### src/common/agnus_pkg.sv
// agnus chip bus package
// bus widths, register offsets, beam slot positions and the
// dmacon word layout shared by the arbitration core

package agnus_pkg;

	// ----------------------------------------------------------------------
	// bus widths
	localparam int DATA_W      = 16;	// chip data bus
	localparam int CHIP_ADDR_W = 20;	// chip ram word address
	localparam int REG_ADDR_W  = 8;	// custom register word address
	localparam int HPOS_W      = 9;	// horizontal beam counter

	// ----------------------------------------------------------------------
	// register word offsets (byte offset with bit 0 dropped)
	localparam logic [REG_ADDR_W-1:0] REG_IDLE    = '1;	// no register selected
	localparam logic [REG_ADDR_W-1:0] REG_DMACON  = 8'h4B;	// 0x096 write
	localparam logic [REG_ADDR_W-1:0] REG_DMACONR = 8'h01;	// 0x002 read

	// ----------------------------------------------------------------------
	// dmacon layout
	localparam int DMACON_BITS = 13;	// stored enable bits [12:0]

	localparam int DMAEN_BIT  = 9;	// master dma enable
	localparam int BLTPRI_BIT = 10;	// blitter nasty
	localparam int BPLEN_BIT  = 8;	// bitplane dma
	localparam int COPEN_BIT  = 7;	// copper dma
	localparam int BLTEN_BIT  = 6;	// blitter dma
	localparam int SPREN_BIT  = 5;	// sprite dma

	// blitter gives up the bus after the cpu missed it this many times
	localparam logic [1:0] BLS_CNT_MAX = 2'd3;

	// ----------------------------------------------------------------------
	// horizontal slot positions
	localparam logic [HPOS_W-1:0] LINE_LAST = 9'd453;	// last slot of a line

	// refresh takes the odd slots in this range
	localparam logic [HPOS_W-1:0] REFRESH_FIRST = 9'd1;
	localparam logic [HPOS_W-1:0] REFRESH_LAST  = 9'd7;

	localparam logic [HPOS_W-1:0] STRHOR_DENISE_POS = 9'd11;	// 6*2-1
	localparam logic [HPOS_W-1:0] STRHOR_PAULA_POS  = 9'd13;	// 6*2+1

	// ----------------------------------------------------------------------
	// dmacon write layout: bit 15 selects set or clear, 14:13 not stored
	typedef struct packed {
		logic                   setclr;	// 1 = set, 0 = clear
		logic [1:0]             spare;	// ignored on write
		logic [DMACON_BITS-1:0] en;	// enable bits to set or clear
	} dmacon_fields_t;

	// one data word, seen raw or split into dmacon fields
	typedef union packed {
		logic [DATA_W-1:0] raw;
		dmacon_fields_t    fields;
	} dmacon_word_u;

endpackage
### src/common/dma_enable_if.sv
// dma channel enables
// levels decoded from dmacon, driven by the control register and
// read by the bus arbiter

`timescale 1ns/1ps

interface dma_enable_if;

	logic bltpri;	// blitter nasty, raw dmacon bit
	logic bplen;	// bitplane dma enabled
	logic copen;	// copper dma enabled
	logic blten;	// blitter dma enabled
	logic spren;	// sprite dma enabled

	// control register side
	modport ctrl (
		output bltpri, bplen, copen, blten, spren
	);

	// arbiter side
	modport arb (
		input bltpri, bplen, copen, blten, spren
	);

endinterface

### src/hdl/agnus_bus.sv
// agnus chip bus core
// joins the beam counter, the dmacon register and the bus arbiter,
// with the dma engines and blitter left outside as plain ports

`timescale 1ns/1ps

module agnus_bus (
	input  logic                              clk,
	input  logic                              reset,
	// dma channels
	input  logic                              dma_dsk,	// disk uses its slot
	input  logic                              dma_aud,	// audio uses its slot
	input  logic                              dma_bpl,	// bitplanes use their slot
	input  logic                              req_spr,
	input  logic                              req_cop,
	input  logic                              req_blt,
	input  logic                              wr_dsk,
	input  logic                              we_blt,
	input  logic [agnus_pkg::CHIP_ADDR_W-1:0] address_dsk,
	input  logic [agnus_pkg::CHIP_ADDR_W-1:0] address_aud,
	input  logic [agnus_pkg::CHIP_ADDR_W-1:0] address_bpl,
	input  logic [agnus_pkg::CHIP_ADDR_W-1:0] address_spr,
	input  logic [agnus_pkg::CHIP_ADDR_W-1:0] address_cop,
	input  logic [agnus_pkg::CHIP_ADDR_W-1:0] address_blt,
	input  logic [agnus_pkg::REG_ADDR_W-1:0]  reg_address_dsk,
	input  logic [agnus_pkg::REG_ADDR_W-1:0]  reg_address_aud,
	input  logic [agnus_pkg::REG_ADDR_W-1:0]  reg_address_bpl,
	input  logic [agnus_pkg::REG_ADDR_W-1:0]  reg_address_spr,
	input  logic [agnus_pkg::REG_ADDR_W-1:0]  reg_address_cop,
	input  logic [agnus_pkg::REG_ADDR_W-1:0]  reg_address_blt,
	// cpu side
	input  logic                              aen,	// register bank select
	input  logic                              rd,
	input  logic                              hwr,
	input  logic                              lwr,
	input  logic [agnus_pkg::REG_ADDR_W-1:0]  address_in,
	input  logic                              bls,	// cpu waiting for the bus
	input  logic                              turbo,
	// data
	input  logic [agnus_pkg::DATA_W-1:0]      data_in,
	input  logic                              blit_busy,
	input  logic                              blit_zero,
	input  logic [agnus_pkg::DATA_W-1:0]      data_blt,	// blitter register readback
	output logic [agnus_pkg::DATA_W-1:0]      data_out,
	// beam
	output logic [agnus_pkg::HPOS_W-1:0]      hpos,
	output logic                              sol,
	output logic                              strhor_denise,
	output logic                              strhor_paula,
	// bus grant
	output logic                              ack_spr,
	output logic                              ack_cop,
	output logic                              ack_blt,
	output logic                              ena_cop,
	output logic                              ena_blt,
	output logic                              dbr,
	output logic                              dbwe,
	output logic [agnus_pkg::CHIP_ADDR_W-1:0] address_out,
	output logic [agnus_pkg::REG_ADDR_W-1:0]  reg_address
);

	logic                          cck;	// colour clock phase
	logic                          refresh;	// refresh slot
	logic [agnus_pkg::DATA_W-1:0]  dmaconr_data;

	dma_enable_if dma_en ();	// dmacon enables to the arbiter

	// ----------------------------------------------------------------------
	// beam timing

	beam_counter beam_counter_inst (
		.clk           (clk),
		.reset         (reset),
		.hpos          (hpos),
		.cck           (cck),
		.refresh       (refresh),
		.sol           (sol),
		.strhor_denise (strhor_denise),
		.strhor_paula  (strhor_paula)
	);

	// dmacon decoded from the arbitrated register bus
	dma_control dma_control_inst (
		.clk          (clk),
		.reset        (reset),
		.reg_address  (reg_address),
		.data_in      (data_in),
		.blit_busy    (blit_busy),
		.blit_zero    (blit_zero),
		.dmaconr_data (dmaconr_data),
		.en           (dma_en)
	);

	dma_arbiter dma_arbiter_inst (
		.clk             (clk),
		.reset           (reset),
		.cck             (cck),
		.turbo           (turbo),
		.bls             (bls),
		.refresh         (refresh),
		.en              (dma_en),
		.dma_dsk         (dma_dsk),
		.dma_aud         (dma_aud),
		.dma_bpl         (dma_bpl),
		.req_spr         (req_spr),
		.req_cop         (req_cop),
		.req_blt         (req_blt),
		.wr_dsk          (wr_dsk),
		.we_blt          (we_blt),
		.aen             (aen),
		.rd              (rd),
		.hwr             (hwr),
		.lwr             (lwr),
		.address_dsk     (address_dsk),
		.address_aud     (address_aud),
		.address_bpl     (address_bpl),
		.address_spr     (address_spr),
		.address_cop     (address_cop),
		.address_blt     (address_blt),
		.reg_address_dsk (reg_address_dsk),
		.reg_address_aud (reg_address_aud),
		.reg_address_bpl (reg_address_bpl),
		.reg_address_spr (reg_address_spr),
		.reg_address_cop (reg_address_cop),
		.reg_address_blt (reg_address_blt),
		.address_in      (address_in),
		.ack_spr         (ack_spr),
		.ack_cop         (ack_cop),
		.ack_blt         (ack_blt),
		.ena_cop         (ena_cop),
		.ena_blt         (ena_blt),
		.dbr             (dbr),
		.dbwe            (dbwe),
		.address_out     (address_out),
		.reg_address     (reg_address)
	);

	// readback sources drive 0 when not addressed
	assign data_out = dmaconr_data | data_blt;

endmodule

### src/hdl/beam_counter.sv
// horizontal beam counter
// counts bus slots across one video line and decodes colour clock
// phase, refresh slots, start of line and the horizontal strobes

`timescale 1ns/1ps

module beam_counter (
	input  logic                         clk,
	input  logic                         reset,
	output logic [agnus_pkg::HPOS_W-1:0] hpos,	// slot within the line
	output logic                         cck,	// odd slots belong to the chipset
	output logic                         refresh,	// memory refresh slot
	output logic                         sol,	// last slot, next one starts a line
	output logic                         strhor_denise,	// horizontal strobe for video
	output logic                         strhor_paula	// horizontal strobe for audio
);

	logic line_end;	// wrap point

	// ----------------------------------------------------------------------
	// slot counter

	assign line_end = (hpos == agnus_pkg::LINE_LAST);

	always_ff @(posedge clk)
	begin
		if (reset)
			hpos <= '0;
		else if (line_end)
			hpos <= '0;	// fixed line length
		else
			hpos <= hpos + 1'b1;	// one slot per clk
	end

	// ----------------------------------------------------------------------
	// slot decodes

	assign cck = hpos[0];

	// refresh owns a few odd slots at the start of the line
	assign refresh = hpos[0]
		&& (hpos >= agnus_pkg::REFRESH_FIRST)
		&& (hpos <= agnus_pkg::REFRESH_LAST);

	assign sol = line_end;	// high during the last slot of the line

	// single slot strobes
	assign strhor_denise = (hpos == agnus_pkg::STRHOR_DENISE_POS);
	assign strhor_paula  = (hpos == agnus_pkg::STRHOR_PAULA_POS);

endmodule

### src/dma/dma_arbiter.sv
// chip bus arbiter
// fixed priority grant of the chip bus to the dma channels, with the
// cpu taking whatever is left, plus the blitter slowdown counter

`timescale 1ns/1ps

module dma_arbiter (
	input  logic                              clk,
	input  logic                              reset,
	input  logic                              cck,	// colour clock phase
	input  logic                              turbo,	// blitter may use every slot
	input  logic                              bls,	// cpu is waiting for the bus
	input  logic                              refresh,	// refresh slot
	dma_enable_if.arb                         en,
	// channel slot use and requests
	input  logic                              dma_dsk,
	input  logic                              dma_aud,
	input  logic                              dma_bpl,
	input  logic                              req_spr,
	input  logic                              req_cop,
	input  logic                              req_blt,
	// write enables and cpu strobes
	input  logic                              wr_dsk,
	input  logic                              we_blt,
	input  logic                              aen,
	input  logic                              rd,
	input  logic                              hwr,
	input  logic                              lwr,
	// channel chip addresses
	input  logic [agnus_pkg::CHIP_ADDR_W-1:0] address_dsk,
	input  logic [agnus_pkg::CHIP_ADDR_W-1:0] address_aud,
	input  logic [agnus_pkg::CHIP_ADDR_W-1:0] address_bpl,
	input  logic [agnus_pkg::CHIP_ADDR_W-1:0] address_spr,
	input  logic [agnus_pkg::CHIP_ADDR_W-1:0] address_cop,
	input  logic [agnus_pkg::CHIP_ADDR_W-1:0] address_blt,
	// channel register addresses
	input  logic [agnus_pkg::REG_ADDR_W-1:0]  reg_address_dsk,
	input  logic [agnus_pkg::REG_ADDR_W-1:0]  reg_address_aud,
	input  logic [agnus_pkg::REG_ADDR_W-1:0]  reg_address_bpl,
	input  logic [agnus_pkg::REG_ADDR_W-1:0]  reg_address_spr,
	input  logic [agnus_pkg::REG_ADDR_W-1:0]  reg_address_cop,
	input  logic [agnus_pkg::REG_ADDR_W-1:0]  reg_address_blt,
	input  logic [agnus_pkg::REG_ADDR_W-1:0]  address_in,	// cpu register address
	// grants and bus
	output logic                              ack_spr,
	output logic                              ack_cop,
	output logic                              ack_blt,
	output logic                              ena_cop,	// nothing above copper is active
	output logic                              ena_blt,	// nothing above blitter is active
	output logic                              dbr,	// agnus owns the data bus
	output logic                              dbwe,	// dma write cycle
	output logic [agnus_pkg::CHIP_ADDR_W-1:0] address_out,
	output logic [agnus_pkg::REG_ADDR_W-1:0]  reg_address
);

	logic [1:0]                        bls_cnt;	// cpu missed cycles
	logic                              bls_ok;	// blitter not held off
	logic                              slot_bpl;	// bitplane slot in use
	logic                              dma_spr;
	logic                              dma_cop;
	logic                              dma_blt;
	logic [agnus_pkg::REG_ADDR_W-1:0]  reg_address_cpu;

	// ----------------------------------------------------------------------
	// channel qualifiers

	assign slot_bpl = dma_bpl & en.bplen;	// bitplane fetch only with its dma on
	assign dma_spr  = req_spr & en.spren;
	assign dma_cop  = req_cop & en.copen;
	assign dma_blt  = req_blt & en.blten;
	assign bls_ok   = (bls_cnt != agnus_pkg::BLS_CNT_MAX);

	// cpu only drives a register address during a real access
	assign reg_address_cpu = (aen && (rd || hwr || lwr)) ? address_in : agnus_pkg::REG_IDLE;

	// ----------------------------------------------------------------------
	// priority grant and bus mux, first match wins

	always_comb
	begin
		dbr         = 1'b1;	// some dma channel owns the bus
		dbwe        = 1'b0;
		ack_spr     = 1'b0;
		ack_cop     = 1'b0;
		ack_blt     = 1'b0;
		address_out = '0;
		reg_address = agnus_pkg::REG_IDLE;
		if (dma_dsk)
		begin
			address_out = address_dsk;
			reg_address = reg_address_dsk;
			dbwe        = wr_dsk;	// disk reads write to chip ram
		end
		else if (refresh)
		begin
			// refresh cycle, address 0 and no register
		end
		else if (dma_aud)
		begin
			address_out = address_aud;
			reg_address = reg_address_aud;
		end
		else if (slot_bpl)
		begin
			address_out = address_bpl;
			reg_address = reg_address_bpl;
		end
		else if (dma_spr)
		begin
			ack_spr     = 1'b1;
			address_out = address_spr;
			reg_address = reg_address_spr;
		end
		else if (dma_cop)
		begin
			ack_cop     = 1'b1;
			address_out = address_cop;
			reg_address = reg_address_cop;
		end
		else if (dma_blt && bls_ok)
		begin
			ack_blt     = 1'b1;
			address_out = address_blt;
			reg_address = reg_address_blt;
			dbwe        = we_blt;
		end
		else
		begin
			dbr         = 1'b0;	// bus left to the cpu
			reg_address = reg_address_cpu;
		end
	end

	// ----------------------------------------------------------------------
	// blitter slowdown

	// counts memory cycles in which the cpu waits while the blitter runs
	always_ff @(posedge clk)
	begin
		if (reset)
			bls_cnt <= 2'd0;
		else if (!cck || turbo)
		begin
			if (!bls || en.bltpri)
				bls_cnt <= 2'd0;	// cpu got through, or nasty mode
			else if (bls_ok)
				bls_cnt <= bls_cnt + 2'd1;	// saturates at the limit
		end
	end

	// copper slots can only be taken by bitplanes above it
	assign ena_cop = ~slot_bpl;

	// blitter is last in line, anything active above it blocks it
	assign ena_blt = ~(refresh | dma_dsk | dma_aud | slot_bpl | dma_spr | dma_cop) & bls_ok;

endmodule

### src/dma/dma_control.sv
// dma control register
// dmacon set/clear write, dmaconr readback with blitter status,
// and the per channel enables gated by the master enable

`timescale 1ns/1ps

module dma_control (
	input  logic                             clk,
	input  logic                             reset,
	input  logic [agnus_pkg::REG_ADDR_W-1:0] reg_address,	// multiplexed register bus
	input  logic [agnus_pkg::DATA_W-1:0]     data_in,
	input  logic                             blit_busy,	// blitter status
	input  logic                             blit_zero,
	output logic [agnus_pkg::DATA_W-1:0]     dmaconr_data,	// or-ed onto data out
	dma_enable_if.ctrl                       en
);

	logic [agnus_pkg::DMACON_BITS-1:0] dmacon;	// stored enable bits
	agnus_pkg::dmacon_word_u           wr_word;	// write view of data_in
	agnus_pkg::dmacon_word_u           rd_word;	// read word
	logic                              dmacon_wr;
	logic                              dmaen;	// master enable

	// ----------------------------------------------------------------------
	// write decode

	assign dmacon_wr   = (reg_address == agnus_pkg::REG_DMACON);
	assign wr_word.raw = data_in;

	always_ff @(posedge clk)
	begin
		if (reset)
			dmacon <= '0;	// all dma off
		else if (dmacon_wr)
		begin
			if (wr_word.fields.setclr)
				dmacon <= dmacon | wr_word.fields.en;	// set the given bits
			else
				dmacon <= dmacon & ~wr_word.fields.en;	// clear them
		end
	end

	// ----------------------------------------------------------------------
	// readback

	// bit 15 reads 0, then busy and zero, then the stored bits
	always_comb
	begin
		if (reg_address == agnus_pkg::REG_DMACONR)
			rd_word.raw = {1'b0, blit_busy, blit_zero, dmacon};
		else
			rd_word.raw = '0;	// other registers, keep out of the data or
	end

	assign dmaconr_data = rd_word.raw;

	// ----------------------------------------------------------------------
	// channel enables

	assign dmaen = dmacon[agnus_pkg::DMAEN_BIT];

	// nasty bit acts on its own, not through dmaen
	assign en.bltpri = dmacon[agnus_pkg::BLTPRI_BIT];

	assign en.bplen = dmacon[agnus_pkg::BPLEN_BIT] & dmaen;
	assign en.copen = dmacon[agnus_pkg::COPEN_BIT] & dmaen;
	assign en.blten = dmacon[agnus_pkg::BLTEN_BIT] & dmaen;
	assign en.spren = dmacon[agnus_pkg::SPREN_BIT] & dmaen;

endmodule

### config.mk
export PLATFORM = sky130hd
export DESIGN_NAME = agnus_bus
export DESIGN_NICKNAME = d
export VERILOG_FILES = /design/src/common/agnus_pkg.sv /design/src/common/dma_enable_if.sv /design/src/hdl/agnus_bus.sv /design/src/hdl/beam_counter.sv /design/src/dma/dma_arbiter.sv /design/src/dma/dma_control.sv
export SDC_FILE = /design/constraint.sdc
export NUM_CORES = 1
export LEC_CHECK = 0
export BUFFER_PORTS_ARGS = -buffer_cell sky130_fd_sc_hd__buf_2
export CAP_MARGIN = 5
export CORE_AREA = 3 3 110 112
export DETAILED_ROUTE_END_ITERATION = 12
export DIE_AREA = 0 0 113 115
export PLACE_DENSITY_LB_ADDON = 0.05
export RECOVER_POWER = 25
export SYNTH_ARGS = -nofsm -noshare
export SYNTH_HDL_FRONTEND = slang
export SYNTH_HIERARCHICAL = 1
export SYNTH_SLANG_ARGS = --single-unit
### constraint.sdc
create_clock -name clk -period 2.6 [get_ports clk]
set_clock_uncertainty 0.1 [all_clocks]
set_input_delay 0.13 -clock clk [delete_from_list [all_inputs] [get_ports clk]]
set_output_delay 0.13 -clock clk [all_outputs]
set_load 0.01 [all_outputs]
# Yosys cells after proc, flatten, opt, wreduce, memory -nomap -nowiden
# Index checks and enable logic that the tools add are counted.
[classes]
addsub = 2
multipliers = 0
n_div = 0
magnitude_cmp = 2
n_eq_ne = 6
shifts = 0
n_mux = 50
n_bitwise = 20
reduce_logical = 13
[op_table]
columns = ["op", "count"]
rows = [
  ["two-way mux 20 bit", 7],
  ["two-way mux 8 bit", 8],
  ["two-way mux 1 bit", 31],
  ["== test 9 x 4 -> 1 bit (second input constant)", 2],
  ["bitwise OR 16 bit", 1],
  ["two-way mux 15 bit", 1],
  ["bitwise AND 13 bit", 1],
  ["two-way mux 13 bit", 1],
  ["NOT 13 bit", 1],
  ["bitwise OR 13 bit", 1],
  ["adder 9 x 1 -> 9 bit (second input constant)", 1],
  ["bitwise AND 1 bit", 9],
  ["== test 9 bit (second input constant)", 1],
  [">= comparator 9 x 1 -> 1 bit (second input constant)", 1],
  ["<= comparator 9 x 3 -> 1 bit (second input constant)", 1],
  ["== test 8 x 1 -> 1 bit (second input constant)", 1],
  ["== test 8 x 7 -> 1 bit (second input constant)", 1],
  ["bitwise OR 1 bit", 5],
  ["logical AND 1 bit", 4],
  ["logical OR 1 bit", 4],
  ["two-way mux 2 bit", 2],
  ["adder 2 x 1 -> 2 bit (second input constant)", 1],
  ["zero test 1 bit", 2],
  ["!= test 2 bit (second input constant)", 1],
  ["other kinds (4)", 5],
]
[word_totals]
regBits = 24
latchBits = 0
ramBits = 0
rom_bits = 0
in_bits = 226
output_inout_bits = 63
elab_cells = 96
memories = 0

# Longest topological paths before layout
[logic_depth]
depth_word = 14
mapped_depth = 13
ltp_nobuf = 10

# Modules after synthesis
# The synthesis kept the hierarchy.
[by_module_without_submodules]
columns = ["module", "instances", "cells_each", "area_per_inst_um2", "seq_area_each_um2"]
rows = [
  ["dma_arbiter", 1, 273, 1958.1, 40.0],
  ["dma_control", 1, 84, 810.8, 260.2],
  ["beam_counter", 1, 58, 490.5, 180.2],
  ["agnus_bus", 1, 16, 100.1, 0.0],
]

# Least setup slack after synthesis
# OpenSTA, ideal clock, no wires.
[synth_timing]
kind = "register -> output"
start = "register beam_counter_inst/hpos[5] (netlist name)"
end = "output port data_out[10] (netlist name)"
arrival_time_ps = 2957
t_required_ps = 2370
slack_ps = -587
path_stages_with_launch = 13
path_buffers = 3
cell_sequence = "dfxtp_1 -> or3_1 -> buf_6 -> and4bb_2 -> or2_1 -> buf_2 -> a21oi_1 -> a311oi_1 -> nor3_1 -> and3_1 -> buf_4 -> and2_1 -> or2_1"
[synth_between]
elab_chain_cells = 8
word_cells_on_any_way = 9
classes_between = "order compare: 2; eq/ne: 1; mux: 3; bitwise: 1; reduce/logical: 2"
[synth_rtl]
columns = ["item", "line_no", "source"]
rows = [
  ["start: declaration", "beam_counter.sv:10", "output logic [agnus_pkg::HPOS_W-1:0] hpos,"],
  ["start signal: assignment", "beam_counter.sv:32", "hpos <= hpos + 1'b1;"],
  [">= comparator 9 x 1 -> 1 bit", "beam_counter.sv:42", "&& (hpos >= agnus_pkg::REFRESH_FIRST)"],
  ["logical AND 1 bit", "beam_counter.sv:42", ""],
  ["logical AND 1 bit *", "beam_counter.sv:43", "&& (hpos <= agnus_pkg::REFRESH_LAST);"],
  ["via refresh", "agnus_bus.sv:63", "logic refresh;"],
  ["two-way mux 8 bit *", "dma_arbiter.sv:94", "else if (refresh)"],
  ["two-way mux 8 bit *", "dma_arbiter.sv:88", "if (dma_dsk)"],
  ["via reg_address, one bit", "agnus_bus.sv:59", "output logic [agnus_pkg::REG_ADDR_W-1:0] reg_address"],
  ["== test 8 x 1 -> 1 bit *", "dma_control.sv:49", "if (reg_address == agnus_pkg::REG_DMACONR)"],
  ["two-way mux 15 bit *", "dma_control.sv:49", ""],
  ["via dmaconr_data, one bit", "agnus_bus.sv:64", "logic [agnus_pkg::DATA_W-1:0] dmaconr_data;"],
  ["bitwise OR 16 bit *", "agnus_bus.sv:139", "assign data_out = dmaconr_data | data_blt;"],
  ["end: declaration", "agnus_bus.sv:44", "output logic [agnus_pkg::DATA_W-1:0] data_out,"],
]
# The timed path passes the listed nets; every way through them passes the cells marked *.

# Worst setup path after layout
[layout_timing]
start = "register beam_counter_inst/hpos[3] (netlist name)"
end = "output port data_out[9] (netlist name)"
[layout_between]
elab_chain_cells = 8
word_cells_on_any_way = 9
classes_between = "order compare: 2; eq/ne: 1; mux: 3; bitwise: 1; reduce/logical: 2"
[layout_rtl]
columns = ["item", "line_no"]
rows = [
  [">= comparator 9 x 1 -> 1 bit", "beam_counter.sv:42"],
  ["logical AND 1 bit", "beam_counter.sv:42"],
  ["logical AND 1 bit *", "beam_counter.sv:43"],
  ["via refresh", "agnus_bus.sv:63"],
  ["two-way mux 8 bit *", "dma_arbiter.sv:94"],
  ["two-way mux 8 bit *", "dma_arbiter.sv:88"],
  ["== test 8 x 1 -> 1 bit *", "dma_control.sv:49"],
  ["two-way mux 15 bit *", "dma_control.sv:49"],
  ["via dmaconr_data, one bit", "agnus_bus.sv:64"],
  ["bitwise OR 16 bit *", "agnus_bus.sv:139"],
]
# Marked as above.

==> qor.yml <==
synth-seq-cells: 24
end_kind: "output pin"
slew_headroom_pct: 65.92
syn-cell-area_sq_um: 3359
cts_sinks: 24
use_met2_pct: 40.05
fillerInstances: 1170
synth_area_leaders: "dfxtp_1, a311oi_1, and2_1, or4bb_1, and3_1"
ys_types: 61
min_period_ns: 3.130
p_leak_nw: 2.669
setup_viol: 29
reg2reg_slack_ns: -0.29
tightest_slew_ns: 0.5111
finalHoldViolCount: 0
final_common_cell: "buf_2"
synthFlopType: "dfxtp_1"
insertion_delay_ns: 0.26
via_per_inst: 5.283
first_iter_violations: 283
met3_usage_pct: 2.579
crit_top_cell: "a311oi_2"
irDropWorstVdd_v: 0.0003659
place_congestion: 0.8971
syn_nets: 660
slowest_stage: "a311oi_2"
hp-class: "input port to flip-flop"
port_buffers: 286
met1_usage_pct: 30.03
fin_util_pct: 50.14
path_cells: "or3_4, and4bb_4, a211o_4, a311oi_2, a311oi_2, nor3_2, and3_4, buf_12, and2_1, or2_1, buf_2"
crit_family: "simple AND/OR/NAND/NOR gates"
die_h_microns: 115
row_count: 39
root_buffer: "clkbuf_16"
slew_viol_final: 0
syn_to_final_growth_pct: 68.98
total_power_w: 0.001432
clock.fmax_ghz: 0.3194
syn_area_per_cell_sq_um: 7.795
cts.path.max_buffers: 2
initial_utilization_pct: 29.68
path_class: "flip-flop to output pin"
grt_overflow: 0
design.core.area_sq_um: 11320
final_nets: 982
io_pins: 289
setup_ws_ns: -0.5305
worstHoldStart: "data_in[5]"
drt-total-wl_mm: 16.08
reg2regPathDepth: 14
grt_pass1_vias: 4603
cp-start-kind: "flip-flop"
max_cap_violations: 0
path_buf_inv: 2
grt_usage_pct: 22.76
slowest_delay_ns: 0.39
layout_common_cells: "buf_2, buf_4, and2_1, nor3_1, and3_1"
top_usage_layer: "met2"
finalCritPeriodShare_pct: 120.4
hpwlAfterDp_mm: 13.10
finalInstanceArea_sq_um: 5677
cts_tree: "done"
yosys_warnings: 6
cts_made_buffers: 3
drcViolationCount: 0
num_antenna_cells: 0
placed_cells: 881
path_clk_slew_ns: 0.07
grt_max_degree: 23
vias: 4728
antenna_found_initial: 0
violations: "setup timing"
synth_top_area_share_pct: 14.30
synth.largest_area_cell: "dfxtp_1"
first_pass_iters: 5
htreeDepth: 1
reg2reg_from: "beam_counter_inst/hpos[0]$_SDFF_PP0_"
synth_edf_count: 0
pre_cts_ws_ns: -0.3422
postRouteAntennaNets: 0
die_x_microns: 113
drive_above_1_share_pct: 55.59
cp.arrival_ns: 2.90
async_reset_ff_share_pct: 0
die_area_sq_um: 13000
syn-instance-count: 431
status: "complete, but fails checks"
hold-path-cell-count: 3
rsz0062_at_grt: "yes"
grt_pass1_wl_mm: 24.12
placed_area_sq_um: 5325
finalNonFillerCells: 895
cp.required_ns: 2.37
ys_seq_area_share_pct: 14.30
crit_fanout: 15
powerDensity_nw_per_um2: 252.2
wire_per_inst_microns: 17.97
how the worst max path moves through the flow:
stage | startpoint | endpoint | cells past startpoint
after floorplan | beam_counter_inst/hpos[3]$_SDFF_PP0_ | data_out[10] | 12
final | beam_counter_inst/hpos[3]$_SDFF_PP0_ | data_out[9] | 11
after CTS | beam_counter_inst/hpos[3]$_SDFF_PP0_ | data_out[14] | 11
after detailed placement | beam_counter_inst/hpos[3]$_SDFF_PP0_ | data_out[14] | 12
after global placement | beam_counter_inst/hpos[0]$_SDFF_PP0_ | data_out[8] | 12
after global routing | beam_counter_inst/hpos[3]$_SDFF_PP0_ | data_out[9] | 11
cells by family (layout without fill, tap and decap cells):
family / after synthesis / in the layout / synth area share (%)
compound gates: 135 / 135 / 31.17
xor+xnor: 3 / 3 / 0.7823
fa+ha+maj: 3 / 3 / 1.117
buf+inv: 47 / 368 / 8.305
flops: 24 / 24 / 14.30
mux: 13 / 13 / 3.873
other cells: 1 / 1 / 0.1116
simple gates: 205 / 205 / 40.34
area by class of cell:
cell class,instances,area [sq um],share of cell area (%)
inverters,6,27.53,0.4849
clock buffers,3,75.07,1.322
flip-flops and latches,24,489.2,8.618
well taps,143,178.9,3.152
repair buffers,358,2071,36.48
multi-input cells,360,2805,49.42
clock inverters,1,30.03,0.5290
layer usage:
metal,wire length (microns),up-vias
li1,-,2320
met1,6794,2221
met2,8046,163
met3,940,24
met4,302,0
met5,0,-
per-stage QoR:
stage | hold slack [ns] | setup TNS [ns]
2_1_floorplan | 0.09907 | -7.751
3_5_place_dp | 0.3170 | -8.218
3_3_place_gp | 0.3134 | -9.081
4_1_cts | 0.04182 | -10.78
5_1_grt | 0.04680 | -14.51
6_report | 0.04254 | -11.30
repair_timing:
action / in CTS / in global routing
setup endpoints to repair: 50 / 48
resized for setup: 25 / 20
endpoints found under the hold margin: 0 / 0
pin swaps: 27 / 4
hold buffers: 0 / 0
gates cloned: 2 / 0
buffers inserted: 6 / 3
cells in the mapped netlist, drive strengths merged (10+ instances only):
| cell type | count |
|---|---|
| a21oi | 11 |
| mux2i | 13 |
| nand2 | 18 |
| or2 | 17 |
| buf | 29 |
| and3 | 24 |
| o31ai | 20 |
| dfxtp | 24 |
| a311oi | 32 |
| clkbuf | 12 |
| nor2b | 10 |
| and2 | 30 |
| o21ai | 24 |
| or4bb | 15 |
| nand3 | 18 |
| nor3 | 25 |
| nand2b | 16 |
| a22oi | 19 |
worst min-delay path, delay by kind of cell:
| kind | cells | cell delay (ns) |
|---|---|---|
| buf+inv | 1 | 0.10 |
| simple gates | 1 | 0.06 |
| mux | 1 | 0.06 |
power breakdown:
| part | total (W) | internal, W | leakage [nW] | switching, W |
|---|---|---|---|---|
| combinational | 0.000606 | 0.000327 | 2.42 | 0.000279 |
| clock | 0.000445 | 0.000306 | 0.0511 | 0.000138 |
| sequential | 0.000381 | 0.000374 | 0.196 | 0.00000672 |
Note: power is estimated with default switching activity, not from simulation.
